===== config.mk =====
export PLATFORM = sky130hd
export DESIGN_NAME = pixel_pipe
export DESIGN_NICKNAME = d
export VERILOG_FILES = /design/src/pixel_pipe_pkg.sv /design/src/pixel_pipe.sv /design/src/pixel_packer.sv /design/src/pipe_ctrl.sv /design/src/lane_stage.sv
export SDC_FILE = /design/constraint.sdc
export NUM_CORES = 2
export LEC_CHECK = 0
export BUFFER_PORTS_ARGS = -buffer_cell sky130_fd_sc_hd__buf_2
export CORE_MARGIN = 2
export CORE_UTILIZATION = 63
export DETAILED_ROUTE_END_ITERATION = 8
export PLACE_DENSITY_LB_ADDON = 0.25
export SLEW_MARGIN = 20
export SYNTH_ARGS = -nofsm -noshare
export SYNTH_HDL_FRONTEND = slang
export SYNTH_SLANG_ARGS = --single-unit

===== constraint.sdc =====
create_clock -name fclk -period 5.5 [get_ports fclk]
set_input_delay 1.1 -clock fclk [delete_from_list [all_inputs] [get_ports fclk]]
set_output_delay 1.1 -clock fclk [all_outputs]
set_load 0.02 [all_outputs]

===== src/pixel_pipe_pkg.sv =====
`default_nettype none

package pixel_pipe_pkg;

    // --------------------------------------------------
    // stream and pixel widths
    // --------------------------------------------------
    typedef logic [7:0]  pix_t;
    typedef logic [63:0] word_t;
    // two pixels, one serializer slot
    typedef logic [15:0] parcel_t;
    // unsigned fixed point, FRAC_BITS fractional bits
    typedef logic [7:0]  gain_t;
    typedef logic [31:0] cmd_t;
    // frame length in bytes, also used for the word count
    typedef logic [31:0] frame_len_t;

    typedef enum logic {
        idle,
        running
    } run_state_t;

    localparam int LANES   = 8;
    localparam int PARCELS = 4;

    // command codes, same values as the register interface
    localparam cmd_t CMD_START = 32'd1;
    localparam cmd_t CMD_STOP  = 32'd2;

endpackage : pixel_pipe_pkg

`default_nettype wire

===== src/pixel_pipe.sv =====
`timescale 1ns/1ps
`default_nettype none

module pixel_pipe #(
    parameter int FRAC_BITS = 4
) (
    input  logic                       fclk,
    input  logic                       arst_n,
    input  pixel_pipe_pkg::cmd_t       cmd,
    input  logic                       cmd_valid,
    input  pixel_pipe_pkg::gain_t      gain,
    input  pixel_pipe_pkg::pix_t       offset,
    input  pixel_pipe_pkg::frame_len_t frame_bytes,
    input  logic                       in_valid,
    output logic                       in_ready,
    input  pixel_pipe_pkg::word_t      in_data,
    output logic                       out_valid,
    input  logic                       out_ready,
    output pixel_pipe_pkg::word_t      out_data,
    output logic                       frame_done
);

    import pixel_pipe_pkg::*;

    logic       advance;
    logic       stage2_valid;
    logic       packer_ready;
    logic       run_start;
    gain_t      lane_gain;
    pix_t       lane_offset;
    frame_len_t frame_words;
    word_t      lane_word;

    pipe_ctrl ctrl_inst (
        .fclk         (fclk),
        .arst_n       (arst_n),
        .cmd          (cmd),
        .cmd_valid    (cmd_valid),
        .gain         (gain),
        .offset       (offset),
        .frame_bytes  (frame_bytes),
        .in_valid     (in_valid),
        .in_ready     (in_ready),
        .packer_ready (packer_ready),
        .advance      (advance),
        .lane_gain    (lane_gain),
        .lane_offset  (lane_offset),
        .stage2_valid (stage2_valid),
        .run_start    (run_start),
        .frame_words  (frame_words)
    );

    // --------------------------------------------------
    // one pointwise lane per byte of the input word
    // --------------------------------------------------
    for (genvar i = 0; i < LANES; i++) begin : g_lane
        lane_stage #(
            .FRAC_BITS (FRAC_BITS)
        ) lane_inst (
            .fclk    (fclk),
            .arst_n  (arst_n),
            .advance (advance),
            .gain    (lane_gain),
            .offset  (lane_offset),
            .pix_in  (in_data[i*8 +: 8]),
            .pix_out (lane_word[i*8 +: 8])
        );
    end

    pixel_packer packer_inst (
        .fclk         (fclk),
        .arst_n       (arst_n),
        .word_valid   (stage2_valid),
        .word         (lane_word),
        .packer_ready (packer_ready),
        .run_start    (run_start),
        .frame_words  (frame_words),
        .out_valid    (out_valid),
        .out_ready    (out_ready),
        .out_data     (out_data),
        .frame_done   (frame_done)
    );

endmodule : pixel_pipe

`default_nettype wire


===== src/pixel_packer.sv =====
`timescale 1ns/1ps
`default_nettype none

module pixel_packer (
    input  logic                       fclk,
    input  logic                       arst_n,
    input  logic                       word_valid,
    input  pixel_pipe_pkg::word_t      word,
    output logic                       packer_ready,
    input  logic                       run_start,
    input  pixel_pipe_pkg::frame_len_t frame_words,
    output logic                       out_valid,
    input  logic                       out_ready,
    output pixel_pipe_pkg::word_t      out_data,
    output logic                       frame_done
);

    import pixel_pipe_pkg::*;

    localparam int IDX_W   = $clog2(PARCELS);
    localparam int PARCEL_W = $bits(parcel_t);

    word_t            word_q;
    logic [IDX_W-1:0] idx;
    parcel_t          parcel;
    logic             accept;
    logic             last;
    logic             load;
    frame_len_t       word_cnt;
    frame_len_t       word_cnt_next;

    // --------------------------------------------------
    // 64 to 16 serializer
    // --------------------------------------------------
    assign accept = out_valid && out_ready;
    assign last   = (idx == IDX_W'(PARCELS - 1));

    // empty, or the last parcel leaves in this cycle
    assign packer_ready = !out_valid || (accept && last);
    assign load         = word_valid && packer_ready;

    always_ff @(posedge fclk or negedge arst_n) begin
        if (!arst_n) begin
            out_valid <= 1'b0;
            idx       <= '0;
        end else if (load) begin
            out_valid <= 1'b1;
            idx       <= '0;
        end else if (accept) begin
            if (last) begin
                out_valid <= 1'b0;
            end else begin
                idx <= idx + 1'b1;
            end
        end
    end

    always_ff @(posedge fclk) begin
        if (load) begin
            word_q <= word;
        end
    end

    // parcel 0 sits in the low bits
    assign parcel = word_q[idx*PARCEL_W +: PARCEL_W];

    // padded layout: zero byte over three copies of each pixel
    assign out_data = {
        8'h00, {3{parcel[15:8]}},
        8'h00, {3{parcel[7:0]}}
    };

    // --------------------------------------------------
    // frame word counter
    // --------------------------------------------------
    assign word_cnt_next = word_cnt + 1'b1;
    assign frame_done    = accept && (word_cnt_next == frame_words);

    always_ff @(posedge fclk or negedge arst_n) begin
        if (!arst_n) begin
            word_cnt <= '0;
        end else if (run_start) begin
            word_cnt <= '0;
        end else if (accept) begin
            // wrap so the next frame follows directly
            if (frame_done) begin
                word_cnt <= '0;
            end else begin
                word_cnt <= word_cnt_next;
            end
        end
    end

endmodule : pixel_packer

`default_nettype wire


===== src/pipe_ctrl.sv =====
`timescale 1ns/1ps
`default_nettype none

module pipe_ctrl (
    input  logic                       fclk,
    input  logic                       arst_n,
    input  pixel_pipe_pkg::cmd_t       cmd,
    input  logic                       cmd_valid,
    input  pixel_pipe_pkg::gain_t      gain,
    input  pixel_pipe_pkg::pix_t       offset,
    input  pixel_pipe_pkg::frame_len_t frame_bytes,
    input  logic                       in_valid,
    output logic                       in_ready,
    input  logic                       packer_ready,
    output logic                       advance,
    output pixel_pipe_pkg::gain_t      lane_gain,
    output pixel_pipe_pkg::pix_t       lane_offset,
    output logic                       stage2_valid,
    output logic                       run_start,
    output pixel_pipe_pkg::frame_len_t frame_words
);

    import pixel_pipe_pkg::*;

    run_state_t state;
    logic       start_cmd;
    logic       stop_cmd;
    logic       stage1_valid;

    assign start_cmd = cmd_valid && (cmd == CMD_START);
    assign stop_cmd  = cmd_valid && (cmd == CMD_STOP);

    // --------------------------------------------------
    // run state
    // --------------------------------------------------
    always_ff @(posedge fclk or negedge arst_n) begin
        if (!arst_n) begin
            state     <= idle;
            run_start <= 1'b0;
        end else begin
            run_start <= start_cmd;
            if (start_cmd) begin
                state <= running;
            end else if (stop_cmd) begin
                state <= idle;
            end
        end
    end

    // lane parameters and frame length, taken at start only
    always_ff @(posedge fclk) begin
        if (start_cmd) begin
            lane_gain   <= gain;
            lane_offset <= offset;
            // eight bytes per stream word, partial word dropped
            frame_words <= frame_bytes >> 3;
        end
    end

    // --------------------------------------------------
    // valid bits alongside the two lane stages
    // --------------------------------------------------
    // stage 2 moves on when empty or when the packer takes its word
    assign advance  = !stage2_valid || packer_ready;
    assign in_ready = (state == running) && advance;

    always_ff @(posedge fclk or negedge arst_n) begin
        if (!arst_n) begin
            stage1_valid <= 1'b0;
            stage2_valid <= 1'b0;
        end else if (advance) begin
            // words in flight keep draining after a stop
            stage1_valid <= in_valid && in_ready;
            stage2_valid <= stage1_valid;
        end
    end

endmodule : pipe_ctrl

`default_nettype wire


===== src/lane_stage.sv =====
`timescale 1ns/1ps
`default_nettype none

module lane_stage #(
    parameter int FRAC_BITS = 4
) (
    input  logic                  fclk,
    input  logic                  arst_n,
    input  logic                  advance,
    input  pixel_pipe_pkg::gain_t gain,
    input  pixel_pipe_pkg::pix_t  offset,
    input  pixel_pipe_pkg::pix_t  pix_in,
    output pixel_pipe_pkg::pix_t  pix_out
);

    logic [15:0] product;
    logic [15:0] scaled;
    // one extra bit for the carry out of the offset add
    logic [16:0] sum;

    assign scaled = product >> FRAC_BITS;
    assign sum    = {1'b0, scaled} + {9'd0, offset};

    // stage 1: full precision product
    always_ff @(posedge fclk or negedge arst_n) begin
        if (!arst_n) begin
            product <= '0;
        end else if (advance) begin
            product <= pix_in * gain;
        end
    end

    // stage 2: drop fraction, add offset, saturate
    always_ff @(posedge fclk or negedge arst_n) begin
        if (!arst_n) begin
            pix_out <= '0;
        end else if (advance) begin
            if (sum > 17'd255) begin
                pix_out <= 8'hff;
            end else begin
                pix_out <= sum[7:0];
            end
        end
    end

endmodule : lane_stage

`default_nettype wire


# Word level (Yosys, flattened, before mapping)
# Index checks and enable logic that the tools add are counted.
# word_totals
ff_bits	340
latch_bits	0
ram_bits	0
rom_bits	0
elab_cells	96
mem_count	0
# op_classes
addsub	10
multipliers	8
div_mod_pow	0
magnitude_cmp	8
n_eq_ne	5
shift	1
mux	19
bitwise	0
n_reduce_logical	18
# op_table
operator	count
greater-than comparator 17 x 8 -> 1 bit (second input constant)	8
multiplier 8 x 8 -> 16 bit	8
adder 12 x 8 -> 13 bit	8
two-way mux 32 bit	3
two-way mux 8 bit	8
indexed part select 64 x 7 -> 16 bit	1
adder 32 x 1 -> 32 bit (second input constant)	1
equality test 32 x 1 -> 1 bit (second input constant)	1
equality test 32 x 2 -> 1 bit (second input constant)	1
equality test 32 x 29 -> 1 bit	1
logical AND 1 bit	8
nonzero test 2 bit	4
two-way mux 2 bit	3
two-way mux 1 bit	5
AND reduction 2 bit	2
adder 2 x 1 -> 2 bit (second input constant)	1
equality test 2 bit (second input constant)	1
logical NOT 1 bit	2
logical OR 1 bit	2
inequality test 2 bit (second input constant)	1

# Logic depth before layout (Yosys ltp)
# depth
ltp_word	6
depth_mapped	20
mapped_depth_nobuf	18

# Hierarchy
# Synthesis repeated with hierarchy kept, for this count alone.
# hier_totals
hier_cells	3289
hier_area_um2	32920.3
# by_module_without_submodules
mod	n_inst	cells_per_inst	area_per_inst_um2	seq_area_each_um2
lane_stage at g_lane[0].lane_inst ...	3	328	3163.0	500.5
pixel_packer	1	595	6192.2	2797.7
lane_stage at g_lane[6].lane_inst	1	336	3160.5	500.5
lane_stage at g_lane[7].lane_inst	1	327	3156.8	500.5
lane_stage at g_lane[1].lane_inst	1	331	3151.8	500.5
lane_stage at g_lane[4].lane_inst	1	323	3078.0	500.5
lane_stage at g_lane[5].lane_inst	1	318	3076.7	500.5
pipe_ctrl	1	75	1615.3	1451.4

# Worst setup path after synthesis
# OpenSTA, ideal clock, no wires.
# synth_path
kind	input -> register
from	input port in_data[11]
to	register g_lane[1].lane_inst.product[14]
setup_ns	0.120
arrival_ns	4.984
required_time_ns	5.380
slack_ns	0.396
cell_stages	16
path_buffers	0
cell_sequence	and2_1 > fa_1 > inv_1 > fa_1 > inv_1 > fa_1 > inv_1 > fa_1 > inv_1 > ha_1 > o21ai_0 > a21oi_1 > o31ai_1 > a2111oi_0 > or3_1 > a31o_2
# synth_via
elab_chain_len	1
# synth_rtl
item	line_no	rtl
start: declaration	pixel_pipe.sv:16	input pixel_pipe_pkg::word_t in_data,
multiplier 8 x 8 -> 16 bit	lane_stage.sv:29	product <= pix_in * gain;
end signal: assignment	lane_stage.sv:29	
end: declaration	lane_stage.sv:16	logic [15:0] product;
# Every way passes these cells.
# A chain may end at the register's enable or synchronous reset.

# Worst setup path after layout
# layout_path
from	register ctrl_inst.lane_gain[4]
to	register g_lane[4].lane_inst.product[14]
# layout_via
elab_chain_len	1
# layout_rtl
item	line_no	rtl
start: declaration	pipe_ctrl.sv:16	output pixel_pipe_pkg::gain_t lane_gain,
start signal: assignment	pipe_ctrl.sv:53	lane_gain <= gain;
multiplier 8 x 8 -> 16 bit	lane_stage.sv:29	
end signal: assignment	lane_stage.sv:29	
end: declaration	lane_stage.sv:16	
# Every way passes these cells.

==> flow_summary.yaml <==
clock_network:
  cts.clk_slew.worst_paths_ps: 70
  cts_sinks: 308
  cts_tree: "done"
  clkLatencyLatePin_ps: 570
  clockBufferDepth: 3
  cts_max_level: 2
  cts_setup_buffers: 0
  cts_buffers: 38
  cts_hold_buf: 0
  ctsRootBufferMaster: "clkbuf_16"
  cts-resized-gates: 0
placement:
  post-dp-hpwl_um: 60200
  numPortBuffers: 196
  dp.cells: 4117
  gp_congestion: 0.900
timing:
  skew_ps: 21.2
  fin_crit_sh_pct: 92.8
  post-route-min-period_ps: 5110
  max_freq_mhz: 196
  hold_viol_final: 0
  setup_violations: 0
  rsz0062_at_grt: "no"
  slew_viol_final: 0
  tightest_slew_ps: 1020
  fin_setup_tns_ps: 0
  slew_headroom_pct: 31.8
die:
  fp-row-count: 82
  ios: 216
  die_x_um: 229
  die_area_um2: 52400
  start_util_pct: 63.6
  core_um2: 50100
  die_h_um: 229
detailed_routing:
  num_vias: 24600
  wl_per_cell_um: 19.1
  remaining_drc_errors: 0
  drtIter0Drc: 1780
  firstDrtPassIters: 6
  wl_um: 80200
  ant_nets: 0
  via_per_inst: 5.87
critical_path:
  critPathMaxFanout: 64
  worstRegToRegCells: 17
  cp_num_cells: 17
  cp_num_buf_inv: 5
  startpoint_type: "flip-flop"
  cp.arrival_ps: 5560
  crit_slowest_cell: "a2111oi_0"
  worstPathRequired_ps: 5950
  cp-end-kind: "flip-flop"
  crit_family: "adder cells"
  crit_chain: "buf_12 -> and2_1 -> fa_1 -> inv_1 -> fa_1 -> inv_1 -> fa_1 -> inv_1 -> fa_1 -> inv_1 -> ha_1 -> o21ai_0 -> a21oi_1 -> o31ai_1 -> a2111oi_0 -> o21ai_0 -> a31o_2"
  critPathMaxStageDelay_ps: 560
  worstSetupPathType: "flip-flop to flip-flop"
synthesis:
  netlist_area_um2: 31900
  async_reset_ff_share_pct: 64.6
  synth-edff-count: 109
  synth-seq-area-share_pct: 25.9
  yosys.area.top_type: "fa_1"
  ys.warnings.count: 0
  postSynthCellCount: 3343
  synth-seq-cells: 308
  synth_top_cell_area_share_pct: 18.6
  yosysUniqueCellTypes: 79
  syn_avg_cell_area_um2: 9.53
  yosysMostFrequentCell: "inv_1"
  synthTopCellsByArea: "fa_1, dfrtp_1, ha_1"
  synth-main-ff-cell: "dfrtp_1"
  synthTopCellsByCount: "inv_1, and2_1, ha_1"
power:
  leakage_nw: 16.3
  ir_drop_uv: 220
  p_total_mw: 9.97
  powerDensity_nw_per_um2: 287
run_status:
  outcome: "finished clean"
grt:
  grt_max_degree: 120
  grt-ovfl-total: 0
  grt_usage_pct: 31.3
  grt_first_pass_wirelength_um: 131000
  antenna_found_initial: 6
  grt_pass1_vias: 25600
cells_and_area:
  syn2layout_area_growth_pct: 9.10
  multi_input_area_um2: 21000
  drive_gt1_share_pct: 11.0
  register_area_um2: 8250
  n_fill_cell: 3869
  layout.cells.non_filler: 4189
  finish.net_count: 4260
  final_util_pct: 69.4
min_path:
  min_path_cells: 0
  holdCritPathClass: "flip-flop to flip-flop"
run:
  maxCapViolCount: 0
## kinds of logic after synthesis
logic type / after synthesis / synth area share (%)
other cells: 1 / 0.0118
buf+inv: 645 / 8.33
simple gates: 1086 / 18.2
xor+xnor: 144 / 3.96
flops: 308 / 25.9
mux: 17 / 1.16
compound gates: 516 / 10.9
fa+ha+maj: 626 / 31.6
## path summary, 6_finish.rpt
path                       slack, ps                                        from                                          end
setup / recovery                 390            ctrl_inst.lane_gain[4]$_DFFE_PP_  g_lane[4].lane_inst.product[14]$_DFFE_PN0N_
hold reg to reg                  450  g_lane[7].lane_inst.pix_out[1]$_DFFE_PN0N_             packer_inst.word_q[57]$_DFFE_PP_
max in group asynchronous       3780                                      arst_n   g_lane[4].lane_inst.product[6]$_DFFE_PN0N_
setup reg to reg                 390            ctrl_inst.lane_gain[4]$_DFFE_PP_  g_lane[4].lane_inst.product[14]$_DFFE_PN0N_
min in group asynchronous        540                                      arst_n                  ctrl_inst.state$_DFFE_PN0P_
hold / removal                   450  g_lane[7].lane_inst.pix_out[1]$_DFFE_PN0N_             packer_inst.word_q[57]$_DFFE_PP_
## flip-flops by register name, summed over array words and instances (netlist names)
signal,flops
ctrl_inst.stage1_valid,1
ctrl_inst.run_start,1
g_lane.lane_inst.product,96
packer_inst.out_valid,1
ctrl_inst.stage2_valid,1
packer_inst.word_cnt,32
ctrl_inst.state,1
packer_inst.idx,2
packer_inst.word_q,64
g_lane.lane_inst.pix_out,64
ctrl_inst.frame_words,29
ctrl_inst.lane_offset,8
ctrl_inst.lane_gain,8
## layout make-up
| type | count | area share (%) |
|---|---|---|
| sequential | 308 | 23.7 |
| timing repair buffer | 255 | 4.41 |
| tap | 672 | 2.42 |
| inverter | 477 | 5.15 |
| antenna | 2 | 0.0144 |
| clock inverter | 23 | 0.727 |
| clock buffer | 47 | 3.04 |
| multi-input combinational | 2405 | 60.5 |
## through the flow
step	hold slack, ps	cell area [um2]	worst slack [ps]
after CTS	445	34800	420
after detailed placement	436	33400	-84.2
final	447	34800	394
after floorplan	425	31900	396
after global placement	435	33400	131
after global routing	448	34800	200
## layout by cell type, fill, tap and decap left out, types with 9 or more instances in the layout
master     count
inv_1        477
and2_1       378
ha_1         330
fa_1         296
nand2_1      249
dfrtp_1      198
buf_2        195
nor2_1       169
a21oi_1      140
xnor2_1      111
edfxtp_1     109
o21ai_0       86
o22a_1        64
nor3_1        52
buf_4         51
o31ai_1       48
nand3_1       39
clkbuf_16     39
nor4_1        36
xor2_1        33
o21a_1        26
nand2b_1      25
a21boi_0      25
or3_1         23
and3_1        21
nand4_1       19
nor2b_1       19
mux4_2        16
a21o_1        16
conb_1        16
o211ai_1      14
a2111oi_0     11
o2111ai_1     11
a31o_2        10
o21ai_2       10
or2_2          9
## routing by layer
metal | GRT usage (%) | up-vias | routed length [um]
li1 | - | 11400 | -
met1 | 41.7 | 12300 | 34400
met2 | 52.6 | 729 | 38600
met3 | 4.19 | 187 | 4280
met4 | 11.7 | 10 | 2840
met5 | 0 | - | 68
## power by group
| group | switching (mW) | internal [mW] |
|---|---|---|
| Sequential | 0.305 | 2.86 |
| Clock | 1.08 | 1.53 |
| Combinational | 2.32 | 1.87 |
## worst reg2reg max path: stages, from the launching register on
cell and delay (ps):
edfxtp_1 420, buf_12 240, and2_1 230, fa_1 540, inv_1 50, fa_1 470
inv_1 60, fa_1 530, inv_1 60, fa_1 530, inv_1 40, ha_1 320
o21ai_0 110, a21oi_1 250, o31ai_1 130, a2111oi_0 560, o21ai_0 200, a31o_2 260
No activity file was read; power rests on OpenSTA's default activity.
